[src/dqmPkg.sv]
package dqmPkg;

    // Frame header layout: sync, zero pad, version, dqm value
    localparam logic [15:0] dqmSyncWord = 16'hEB90;
    localparam logic [3:0] framerVersion = 4'd1;
    localparam int headerBits = 48;
    localparam int dqmWidth = 16;

    // Payload limits
    localparam int maxPayloadBits = 256;
    localparam int payloadSizeBits = $clog2(maxPayloadBits + 1);

    // Bit FIFO holds two maximum payloads; also the source's starting credit count
    localparam int fifoDepth = 512;
    localparam int fifoAddrBits = $clog2(fifoDepth);
    localparam int fifoCountBits = $clog2(fifoDepth + 1);

    // Output bit-rate divider
    localparam int clkDivBits = 16;

    typedef enum logic [1:0] {
        stateIdle,
        stateHeader,
        statePayload
    } frameState;

endpackage

[src/payloadIngress.sv]
`timescale 1ns/10ps

module payloadIngress (
    input  logic                                clk,
    input  logic                                reset,
    input  logic                                payloadBitEn,
    input  logic                                payloadBit,
    input  logic                                readStrobe,
    input  logic [dqmPkg::payloadSizeBits-1:0]  payloadSize,
    output logic                                headBit,
    output logic [dqmPkg::fifoCountBits-1:0]    fifoCount,
    output logic                                creditReturn,
    output logic                                dqmStartOfFrame
);

    import dqmPkg::*;

    logic                       fifoMem [fifoDepth];
    logic [fifoAddrBits-1:0]    wrPtr;
    logic [fifoAddrBits-1:0]    rdPtr;
    logic [payloadSizeBits-1:0] boundaryCount;

    // Storage only, pointers carry the state
    always_ff @(posedge clk) begin
        if (payloadBitEn) begin
            fifoMem[wrPtr] <= payloadBit;
        end
    end

    // Pointers wrap naturally since the depth is a power of two
    always_ff @(posedge clk) begin
        if (reset) begin
            wrPtr <= '0;
            rdPtr <= '0;
        end else begin
            if (payloadBitEn) begin
                wrPtr <= wrPtr + 1'b1;
            end
            if (readStrobe) begin
                rdPtr <= rdPtr + 1'b1;
            end
        end
    end

    always_ff @(posedge clk) begin
        if (reset) begin
            fifoCount <= '0;
        end else begin
            case ({payloadBitEn, readStrobe})
                2'b10:   fifoCount <= fifoCount + 1'b1;
                2'b01:   fifoCount <= fifoCount - 1'b1;
                default: fifoCount <= fifoCount;
            endcase
        end
    end

    assign headBit = fifoMem[rdPtr];

    // One credit goes back to the source for each popped bit
    always_ff @(posedge clk) begin
        if (reset) begin
            creditReturn <= 1'b0;
        end else begin
            creditReturn <= readStrobe;
        end
    end

    // Input-side frame boundary, zero right after every payloadSize-th bit
    always_ff @(posedge clk) begin
        if (reset) begin
            boundaryCount <= '0;
        end else if (payloadBitEn) begin
            if (boundaryCount == '0) begin
                boundaryCount <= payloadSize - 1'b1;
            end else begin
                boundaryCount <= boundaryCount - 1'b1;
            end
        end
    end

    assign dqmStartOfFrame = (boundaryCount == '0);

    // Source must respect its credits
    noWriteWhenFull: assert property (@(posedge clk) disable iff (reset)
        payloadBitEn |-> fifoCount < fifoCountBits'(fifoDepth));

    // Builder only reads once a full payload is buffered
    noReadWhenEmpty: assert property (@(posedge clk) disable iff (reset)
        readStrobe |-> fifoCount != '0);

endmodule

[src/frameBuilder.sv]
`timescale 1ns/10ps

module frameBuilder (
    input  logic                                clk,
    input  logic                                reset,
    input  logic                                bitTick,
    input  logic [dqmPkg::fifoCountBits-1:0]    fifoCount,
    input  logic                                headBit,
    input  logic [dqmPkg::dqmWidth-1:0]         dqm,
    input  logic [dqmPkg::payloadSizeBits-1:0]  payloadSize,
    output logic                                readStrobe,
    output logic                                txBit,
    output logic                                txValid
);

    import dqmPkg::*;

    frameState                  state;
    logic [headerBits-1:0]      headerSr;
    logic [payloadSizeBits-1:0] bitCount;
    logic                       payloadReady;

    // Wait for a whole payload so the FIFO cannot run dry mid-frame
    assign payloadReady = (fifoCount >= fifoCountBits'(payloadSize));

    always_ff @(posedge clk) begin
        if (reset) begin
            state    <= stateIdle;
            bitCount <= '0;
        end else if (bitTick) begin
            case (state)
                stateIdle: begin
                    if (payloadReady) begin
                        bitCount <= payloadSizeBits'(headerBits - 1);
                        state    <= stateHeader;
                    end
                end
                stateHeader: begin
                    if (bitCount == '0) begin
                        bitCount <= payloadSize - 1'b1;
                        state    <= statePayload;
                    end else begin
                        bitCount <= bitCount - 1'b1;
                    end
                end
                statePayload: begin
                    if (bitCount == '0) begin
                        state <= stateIdle;
                    end else begin
                        bitCount <= bitCount - 1'b1;
                    end
                end
                default: begin
                    state <= stateIdle;
                end
            endcase
        end
    end

    // Header register, loaded at frame start and shifted out MSB first
    always_ff @(posedge clk) begin
        if (bitTick) begin
            if (state == stateIdle && payloadReady) begin
                headerSr <= {dqmSyncWord, 12'b0, framerVersion, dqm};
            end else if (state == stateHeader) begin
                headerSr <= {headerSr[headerBits-2:0], 1'b0};
            end
        end
    end

    always_comb begin
        case (state)
            stateHeader: begin
                txBit   = headerSr[headerBits-1];
                txValid = 1'b1;
            end
            statePayload: begin
                txBit   = headBit;
                txValid = 1'b1;
            end
            default: begin
                txBit   = 1'b0;
                txValid = 1'b0;
            end
        endcase
    end

    // Pop the FIFO on the tick that sends its head bit
    assign readStrobe = bitTick && (state == statePayload);

    // Every payload bit still to be sent is already in the FIFO
    payloadBuffered: assert property (@(posedge clk) disable iff (reset)
        readStrobe |-> fifoCount > fifoCountBits'(bitCount));

    payloadSizeInRange: assert property (@(posedge clk) disable iff (reset)
        payloadSize <= payloadSizeBits'(maxPayloadBits));

endmodule

[src/bitPacer.sv]
`timescale 1ns/10ps

module bitPacer (
    input  logic                            clk,
    input  logic                            reset,
    input  logic [dqmPkg::clkDivBits-1:0]   clksPerBit,
    input  logic                            txBit,
    input  logic                            txValid,
    output logic                            bitTick,
    output logic                            dqmBit,
    output logic                            dqmBitEn
);

    import dqmPkg::*;

    logic [clkDivBits-1:0] divCount;

    // Tick at zero, then reload, so one tick every clksPerBit+1 clocks
    always_ff @(posedge clk) begin
        if (reset) begin
            divCount <= '0;
        end else if (divCount == '0) begin
            divCount <= clksPerBit;
        end else begin
            divCount <= divCount - 1'b1;
        end
    end

    assign bitTick = (divCount == '0);

    always_ff @(posedge clk) begin
        if (bitTick) begin
            dqmBit <= txBit;
        end
    end

    always_ff @(posedge clk) begin
        if (reset) begin
            dqmBitEn <= 1'b0;
        end else begin
            dqmBitEn <= bitTick && txValid;
        end
    end

    // Back-to-back strobes only at the full clock rate
    enableSpacing: assert property (@(posedge clk) disable iff (reset)
        dqmBitEn && clksPerBit != '0 |=> !dqmBitEn);

endmodule

[src/dqmFramerTop.sv]
`timescale 1ns/10ps

module dqmFramerTop (
    input  logic                                clk,
    input  logic                                reset,
    input  logic                                payloadBitEn,
    input  logic                                payloadBit,
    input  logic [dqmPkg::dqmWidth-1:0]         dqm,
    input  logic [dqmPkg::payloadSizeBits-1:0]  payloadSize,
    input  logic [dqmPkg::clkDivBits-1:0]       clksPerBit,
    output logic                                creditReturn,
    output logic                                dqmStartOfFrame,
    output logic                                dqmBit,
    output logic                                dqmBitEn
);

    import dqmPkg::*;

    logic                       headBit;
    logic [fifoCountBits-1:0]   fifoCount;
    logic                       readStrobe;
    logic                       bitTick;
    logic                       txBit;
    logic                       txValid;

    payloadIngress payloadIngress_i (
        .clk             (clk),
        .reset           (reset),
        .payloadBitEn    (payloadBitEn),
        .payloadBit      (payloadBit),
        .readStrobe      (readStrobe),
        .payloadSize     (payloadSize),
        .headBit         (headBit),
        .fifoCount       (fifoCount),
        .creditReturn    (creditReturn),
        .dqmStartOfFrame (dqmStartOfFrame)
    );

    frameBuilder frameBuilder_i (
        .clk         (clk),
        .reset       (reset),
        .bitTick     (bitTick),
        .fifoCount   (fifoCount),
        .headBit     (headBit),
        .dqm         (dqm),
        .payloadSize (payloadSize),
        .readStrobe  (readStrobe),
        .txBit       (txBit),
        .txValid     (txValid)
    );

    bitPacer bitPacer_i (
        .clk        (clk),
        .reset      (reset),
        .clksPerBit (clksPerBit),
        .txBit      (txBit),
        .txValid    (txValid),
        .bitTick    (bitTick),
        .dqmBit     (dqmBit),
        .dqmBitEn   (dqmBitEn)
    );

endmodule

[config.mk]
export PLATFORM = sky130hd
export DESIGN_NAME = dqmFramerTop
export DESIGN_NICKNAME = d
export VERILOG_FILES = /design/src/dqmPkg.sv /design/src/payloadIngress.sv /design/src/frameBuilder.sv /design/src/bitPacer.sv /design/src/dqmFramerTop.sv
export SDC_FILE = /design/constraint.sdc
export NUM_CORES = 1
export LEC_CHECK = 0
export ABC_CLOCK_PERIOD_IN_PS = 4800
export BUFFER_PORTS_ARGS = -buffer_cell sky130_fd_sc_hd__buf_2
export CAP_MARGIN = 20
export CORE_MARGIN = 1.5
export CORE_UTILIZATION = 40
export DETAILED_ROUTE_END_ITERATION = 10
export GPL_TIMING_DRIVEN = 0
export PLACE_DENSITY_LB_ADDON = 0.3
export SYNTH_ARGS = -nofsm -noshare
export SYNTH_HDL_FRONTEND = slang
export SYNTH_SLANG_ARGS = --single-unit
[constraint.sdc]
create_clock -name clk -period 4.8 [get_ports clk]
set_input_delay 0 -clock clk [delete_from_list [all_inputs] [get_ports clk]]
set_output_delay 0 -clock clk [all_outputs]
set_load 0.05 [all_outputs]
==> qor.csv, run 1 <==
metric,value,unit
via_count,18889,
total_power,12.1,mW
dpl_cell_area,29900,um2
finalHoldViolCount,0,
p_leak,9.95,nW
pre_cts_slack,140,ps
clock-sinks,636,
cts.path.max_buffers,3,
synth_edf_count,561,
power_density,373,nW/um2
multi_input_area,9180,um2
ir_worst_vdd,0.248,mV
crit_path_cell_trace,nor4_4 -> and3_1 -> buf_2 -> nand2_1 -> inv_2 -> nand2_1 -> inv_1 -> ha_1 -> clkbuf_1 -> buf_2 -> xor2_1 -> ha_1 -> a21o_1 -> a32oi_1 -> o21ai_1 -> o21ai_0 -> a31oi_1 -> a311oi_1 -> xnor2_1 -> nor2_1,
tightest_slew,1130,ps
grtUsageMet1,28.8,%
drive_gt1_share,13.9,%
crit_path_start_kind,flip-flop,
ys_types,72,
grt_use_met2,34.8,%
detail_route.first_pass.iterations,5,
cp.arrival,4820,ps
critPathKind,flip-flop to flip-flop,
detail-route-antenna-nets,0,
cts_made_buffers,67,
final.period_utilization,90.5,%
area_growth,14.4,%
cts-root-buf,clkbuf_16,
yosysWarnings,0,
cts_tree,built,
async_reset_ff_share,0,%
rsz0062_at_grt,no,
drc_errors,0,
wl_per_cell,23.8,um
grt_overflow,0,
synthFlopType,edfxtp_1,
fill_cells,6377,
cpPeakStageDelay,430,ps
hold_path.class,input port to flip-flop,
core,70100,um2
synth_area,28400,um2
rows,97,
viasPerCell,5.69,
stdcell_area,32500,um2
fmax,0.230,GHz
finalWirelength,79000,um
final_max_slew_viol_count,0,
endpoint_kind,flip-flop,
track_usage,21.6,%
synth.avg_cell_area,13.1,um2
first_global_vias,18793,
io_buffers,48,
die-area,72500,um2
utilization,46.3,%
fin_worst_skew,27.2,ps
seq_area_frac_synth,64.7,%
cts_setup_buffers,0,
cp.required,5270,ps
busiest_layer,met2,
cpMaxStageDelayCell,nor4_4,
syn_inst,2160,
cap_violations,0,
die_h,269,um
period_minus_slack,4340,ps
setup_ws,457,ps
seq_area,18300,um2
pin_count,49,
num_antenna_cells,0,
outcome,"finished, final reports clean",
crit_fanout,10,
holdWs,22.9,ps
dp_hpwl,50100,um
syn_nets,2231,
gp_congestion,0.909,
nNetsFinal,2400,
drtIter0Drc,2350,
worstSkewPairLatency,600,ps
die_x,269,um
slew_headroom,24.7,%
h-tree-depth,3,
clkTransAtPathRegs,60,ps
use_met3,4.69,%
antenna_found_initial,1,
grt_pass1_wl,117000,um
ys_ff_latch,636,
grt_max_degree,200,
initial_utilization,40.4,%
finalSetupViolCount,0,
-- cells in the final DEF (no fill, tap or decap), types with 18 or more instances in the layout --
cell / instances
edfxtp_1: 561
buf_2: 66
ha_1: 26
xnor2_1: 26
nand3_1: 25
nor2_1: 600
clkbuf_16: 70
clkbuf_1: 129
dlygate4sd3_1: 43
nor3_1: 22
inv_1: 33
mux2i_1: 38
o21ai_0: 30
a21oi_1: 34
mux4_2: 124
xor2_1: 18
nor2b_1: 40
nand2_1: 110
dfxtp_1: 75
-- flip-flops by register name (all words and copies together) (netlist names), named ones only --
signal and count:
bitPacer_i.divCount 16, bitPacer_i.dqmBit 1, bitPacer_i.dqmBitEn 1, frameBuilder_i.bitCount 9, frameBuilder_i.headerSr 48, frameBuilder_i.state 2
payloadIngress_i.boundaryCount 9, payloadIngress_i.creditReturn 1, payloadIngress_i.fifoCount 10, payloadIngress_i.fifoMem 512, payloadIngress_i.rdPtr 9, payloadIngress_i.wrPtr 9
-- worst max-delay path: cells and delay by family, from the launching register on --
kind | cells | cell delay, ps
xor gates and xnor gates | 2 | 270
AOI/OAI and AO/OA | 6 | 1210
buffers and inverters | 5 | 1040
and+or+nand+nor | 5 | 1000
adders and majority gates | 2 | 340
DFF | 1 | 380
-- layer usage --
metal	vias up	share of wire, %
met5	-	0.013
met4	2	3.5
met3	169	9.4
met2	939	47
met1	9572	40
li1	8207	-
-- stage by stage --
step | instances | setup TNS (ps)
5_1_grt | 3318 | 0
6_report | 3318 | 0
2_1_floorplan | 2160 | 0
3_3_place_gp | 3148 | -674290
4_1_cts | 3318 | 0
3_5_place_dp | 3157 | 0
-- repair_timing --
action	4_1_cts	5_1_grt
setup endpoints to repair	0	3
endpoints found under the hold margin	165	0
gates resized for setup	0	6
hold buffers	43	0
-- where the power goes --
part           internal [mW]  leakage [nW]  switching [mW]
logic                  0.350          3.29           0.545
registers               6.10          5.65           0.108
clock network           2.83          1.01            2.15
total                   9.28          9.95            2.81
-- area by class of cell --
class,count,area share (%)
plain buffers,165,2.25
clock buffers,81,5.56
clock inverters,37,0.783
inverters,34,0.393
multi-input cells,1324,28.3
flip-flops and latches,636,56.5
well taps,940,3.62
repair buffers,101,2.58
-- synthesized netlist by cell type, types with 9 or more instances --
cell      instances  area share, %
a211oi_1         17           0.45
a31oi_1          17           0.37
o21ai_0          30           0.53
a22oi_1          17           0.45
mux2_1           10           0.40
nand3_1          25           0.44
ha_1             26            1.1
nor2b_1          40           0.88
clkbuf_1        121            1.6
mux2i_1          38            1.3
nor4_1           11           0.24
edfxtp_1        561             59
or2_2            10           0.22
buf_2            17           0.30
mux2_2           12           0.48
xnor2_1          26           0.80
or3_1            11           0.24
a21o_1            9           0.24
mux4_2          124            9.8
nand4_1          12           0.26
nor2_1          600            7.9
xor2_1           18           0.56
buf_1            15           0.20
nand2_1         110            1.5
dfxtp_1          75            5.3
a21oi_1          34           0.60
nor3_1           22           0.39
inv_1            33           0.44
-- kinds of logic (layout without fill, tap and decap cells) --
family	after synthesis	count (layout)	synth area share [%]
compound gates	182	182	4.34
xor+xnor	44	44	1.36
fa+ha+maj	26	26	1.15
buf+inv	200	418	3.03
flops	636	636	64.7
mux	185	185	12.2
simple gates	887	887	13.3
-- worst paths after layout --
check        slack (ps)  cells past startpoint                                end                   startpoint
max reg2reg         460                     20      payloadIngress_i.fifoCount[6]       bitPacer_i.divCount[2]
min                  20                      6  payloadIngress_i.boundaryCount[0]               payloadSize[0]
min reg2reg         490                      1        frameBuilder_i.headerSr[41]  frameBuilder_i.headerSr[40]
max                 460                     20      payloadIngress_i.fifoCount[6]       bitPacer_i.divCount[2]
Note: power is estimated with default switching activity, not from simulation.
==> run 2, diff against run 1 <==
--- a/config.mk
+++ b/config.mk
@@ -10,6 +10,7 @@
 export CAP_MARGIN = 20
 export CORE_MARGIN = 1.5
 export CORE_UTILIZATION = 40
+export CTS_BUF_LIST = sky130_fd_sc_hd__clkbuf_2
 export DETAILED_ROUTE_END_ITERATION = 10
 export GPL_TIMING_DRIVEN = 0
 export PLACE_DENSITY_LB_ADDON = 0.3
==> run 2 against run 1 <==
Compared with the run above: combinational power increased by 25%; worst setup slack improved by 13 ps; non-clock buffer count rose by 104; sequential power about the same; clock skew is 66 ps higher; via count is 5.4% higher; cell area increased by 1.5%; die area did not move; wire length is 3.9% higher; largest power group unchanged.
==> qor.csv, run 2 (synthesis gave the netlist of run 1 again) <==
metric,value,unit
outcome,"finished, final reports clean",
ir_worst_vdd,0.330,mV
nNetsFinal,2601,
fill_cells,6421,
track_usage,22.6,%
drc_errors,0,
path_delay_family,compound AO/OA/AOI/OAI gates,
endpoint_kind,flip-flop,
crit_fanout,10,
via_count,19908,
clock-sinks,636,
antenna_found_initial,3,
holdWs,183,ps
die_h,269,um
cp.required,6000,ps
clkTransAtPathRegs,90,ps
crit_path_cell_trace,inv_1 -> ha_1 -> nor4bb_1 -> and3_1 -> buf_2 -> nand2_1 -> inv_2 -> nand2_1 -> inv_1 -> ha_1 -> clkbuf_4 -> xor2_1 -> ha_1 -> a21o_1 -> a32oi_1 -> o21ai_1 -> o21ai_0 -> a31oi_1 -> a311oi_1 -> xnor2_1 -> nor2_1,
first_global_vias,20267,
dp.cells,3157,
largestRegisters,"payloadIngress_i.fifoMem (512), frameBuilder_i.headerSr (48), bitPacer_i.divCount (16)",
cpPeakStageDelay,350,ps
critPathKind,flip-flop to flip-flop,
p_leak,10.6,nW
area_growth,16.2,%
rsz0062_at_grt,no,
h-tree-depth,4,
sw_frac_of_total,26.6,%
gp_congestion,0.909,
finalWirelength,82100,um
setup_ws,470,ps
cts_setup_buffers,0,
stdcell_area,32900,um2
multi_input_area,9180,um2
period_minus_slack,4330,ps
largest_reg_flops,512,
fmax,0.231,GHz
power_density,337,nW/um2
seq_area,18300,um2
die_x,269,um
cpMaxStageDelayCell,dfxtp_1,
p_comb_share,10.1,%
most-common-layout-cells,"600 x nor2_1, 561 x edfxtp_1, 250 x clkbuf_2",
grt_pass1_wl,122000,um
final_max_slew_viol_count,0,
final_common_cell,nor2_1,
cpMostUsedCell,ha_1,
detail-route-antenna-nets,0,
wl_per_cell,22.9,um
finalHoldViolCount,0,
clockPowerShare,34.1,%
initial_utilization,40.4,%
crit_path_start_kind,flip-flop,
cts-root-buf,clkbuf_2,
grt_overflow,0,
fin_worst_skew,93.0,ps
cts_tree,built,
finalSetupViolCount,0,
hold_path.class,input port to flip-flop,
drtIter0Drc,2251,
total_power,11.1,mW
final.period_utilization,90.2,%
utilization,47.0,%
p_sw,2.96,mW
die-area,72500,um2
drive_gt1_share,19.0,%
cap_violations,0,
dpl_cell_area,29900,um2
rows,97,
tightest_slew,1170,ps
core,70100,um2
grt_max_degree,200,
pre_cts_slack,140,ps
detail_route.first_pass.iterations,8,
cp.arrival,5530,ps
largest-register,payloadIngress_i.fifoMem,
slew_headroom,22.2,%
pin_count,49,
dp_hpwl,50100,um
final_cells,3587,
cts.path.max_buffers,3,
viasPerCell,5.55,
fin_setup_tns,0,ps
io_buffers,48,
r2r_setup_slack,470,ps
crit_buf_inv,5,
cts_made_buffers,164,
worstSkewPairLatency,1420,ps
internal_power,8.16,mW
p_seq_share,55.8,%
==> run 2: repair_timing <==
item | CTS | global route
hold buffers | 148 | 0
gates resized for setup | 1 | 6
cloned | 0 | 0
hold endpoints to repair | 674 | 0
endpoints found under the setup margin | 1 | 3
==> run 2: area by class of cell <==
class	count	area share, %
sequential	636	55.7
multi-input combinational	1324	27.9
timing repair buffer	206	5.78
clock buffer	250	3.80
tap	940	3.57
buffer	164	2.21
clock inverter	23	0.619
inverter	34	0.387
antenna	10	0.0760
==> run 2: power groups by stage <==
| stage | logic [mW] | clock network (mW) | registers [mW] |
|---|---|---|---|
| floorplan | 0.563 | 0 | 6.29 |
| global placement | 0.783 | 0 | 6.33 |
| detailed placement | 0.817 | 0 | 6.31 |
| CTS | 1.04 | 3.85 | 6.19 |
| global route | 1.22 | 4.11 | 6.22 |
| finish | 1.12 | 3.79 | 6.20 |
==> run 2: path summary, 6_finish.rpt <==
path,cells after the start,startpoint,end
worst min-delay path,6,clksPerBit[11],bitPacer_i.divCount[11]
worst min register to register,2,payloadIngress_i.boundaryCount[3],payloadIngress_i.boundaryCount[3]
worst max-delay path,21,bitPacer_i.divCount[0],payloadIngress_i.fifoCount[6]
worst max register to register,21,bitPacer_i.divCount[0],payloadIngress_i.fifoCount[6]
==> run 2: routing by layer <==
layer  up-vias  wire [um]  global-route usage, %
met5         -         13                      0
li1       8695          -                      -
met3       200       7870                   4.85
met4         2       2730                   10.5
met2      1080      39500                   36.6
met1      9931      32000                   29.0
==> run 2: worst reg2reg max path, stage by stage, from the launching register on <==
cell,delay (ps)
dfxtp_1,350
inv_1,110
ha_1,170
nor4bb_1,250
and3_1,190
buf_2,150
nand2_1,150
inv_2,150
nand2_1,160
inv_1,140
ha_1,330
clkbuf_4,300
xor2_1,90
ha_1,190
a21o_1,190
a32oi_1,200
o21ai_1,140
o21ai_0,190
a31oi_1,150
a311oi_1,350
xnor2_1,160
nor2_1,50
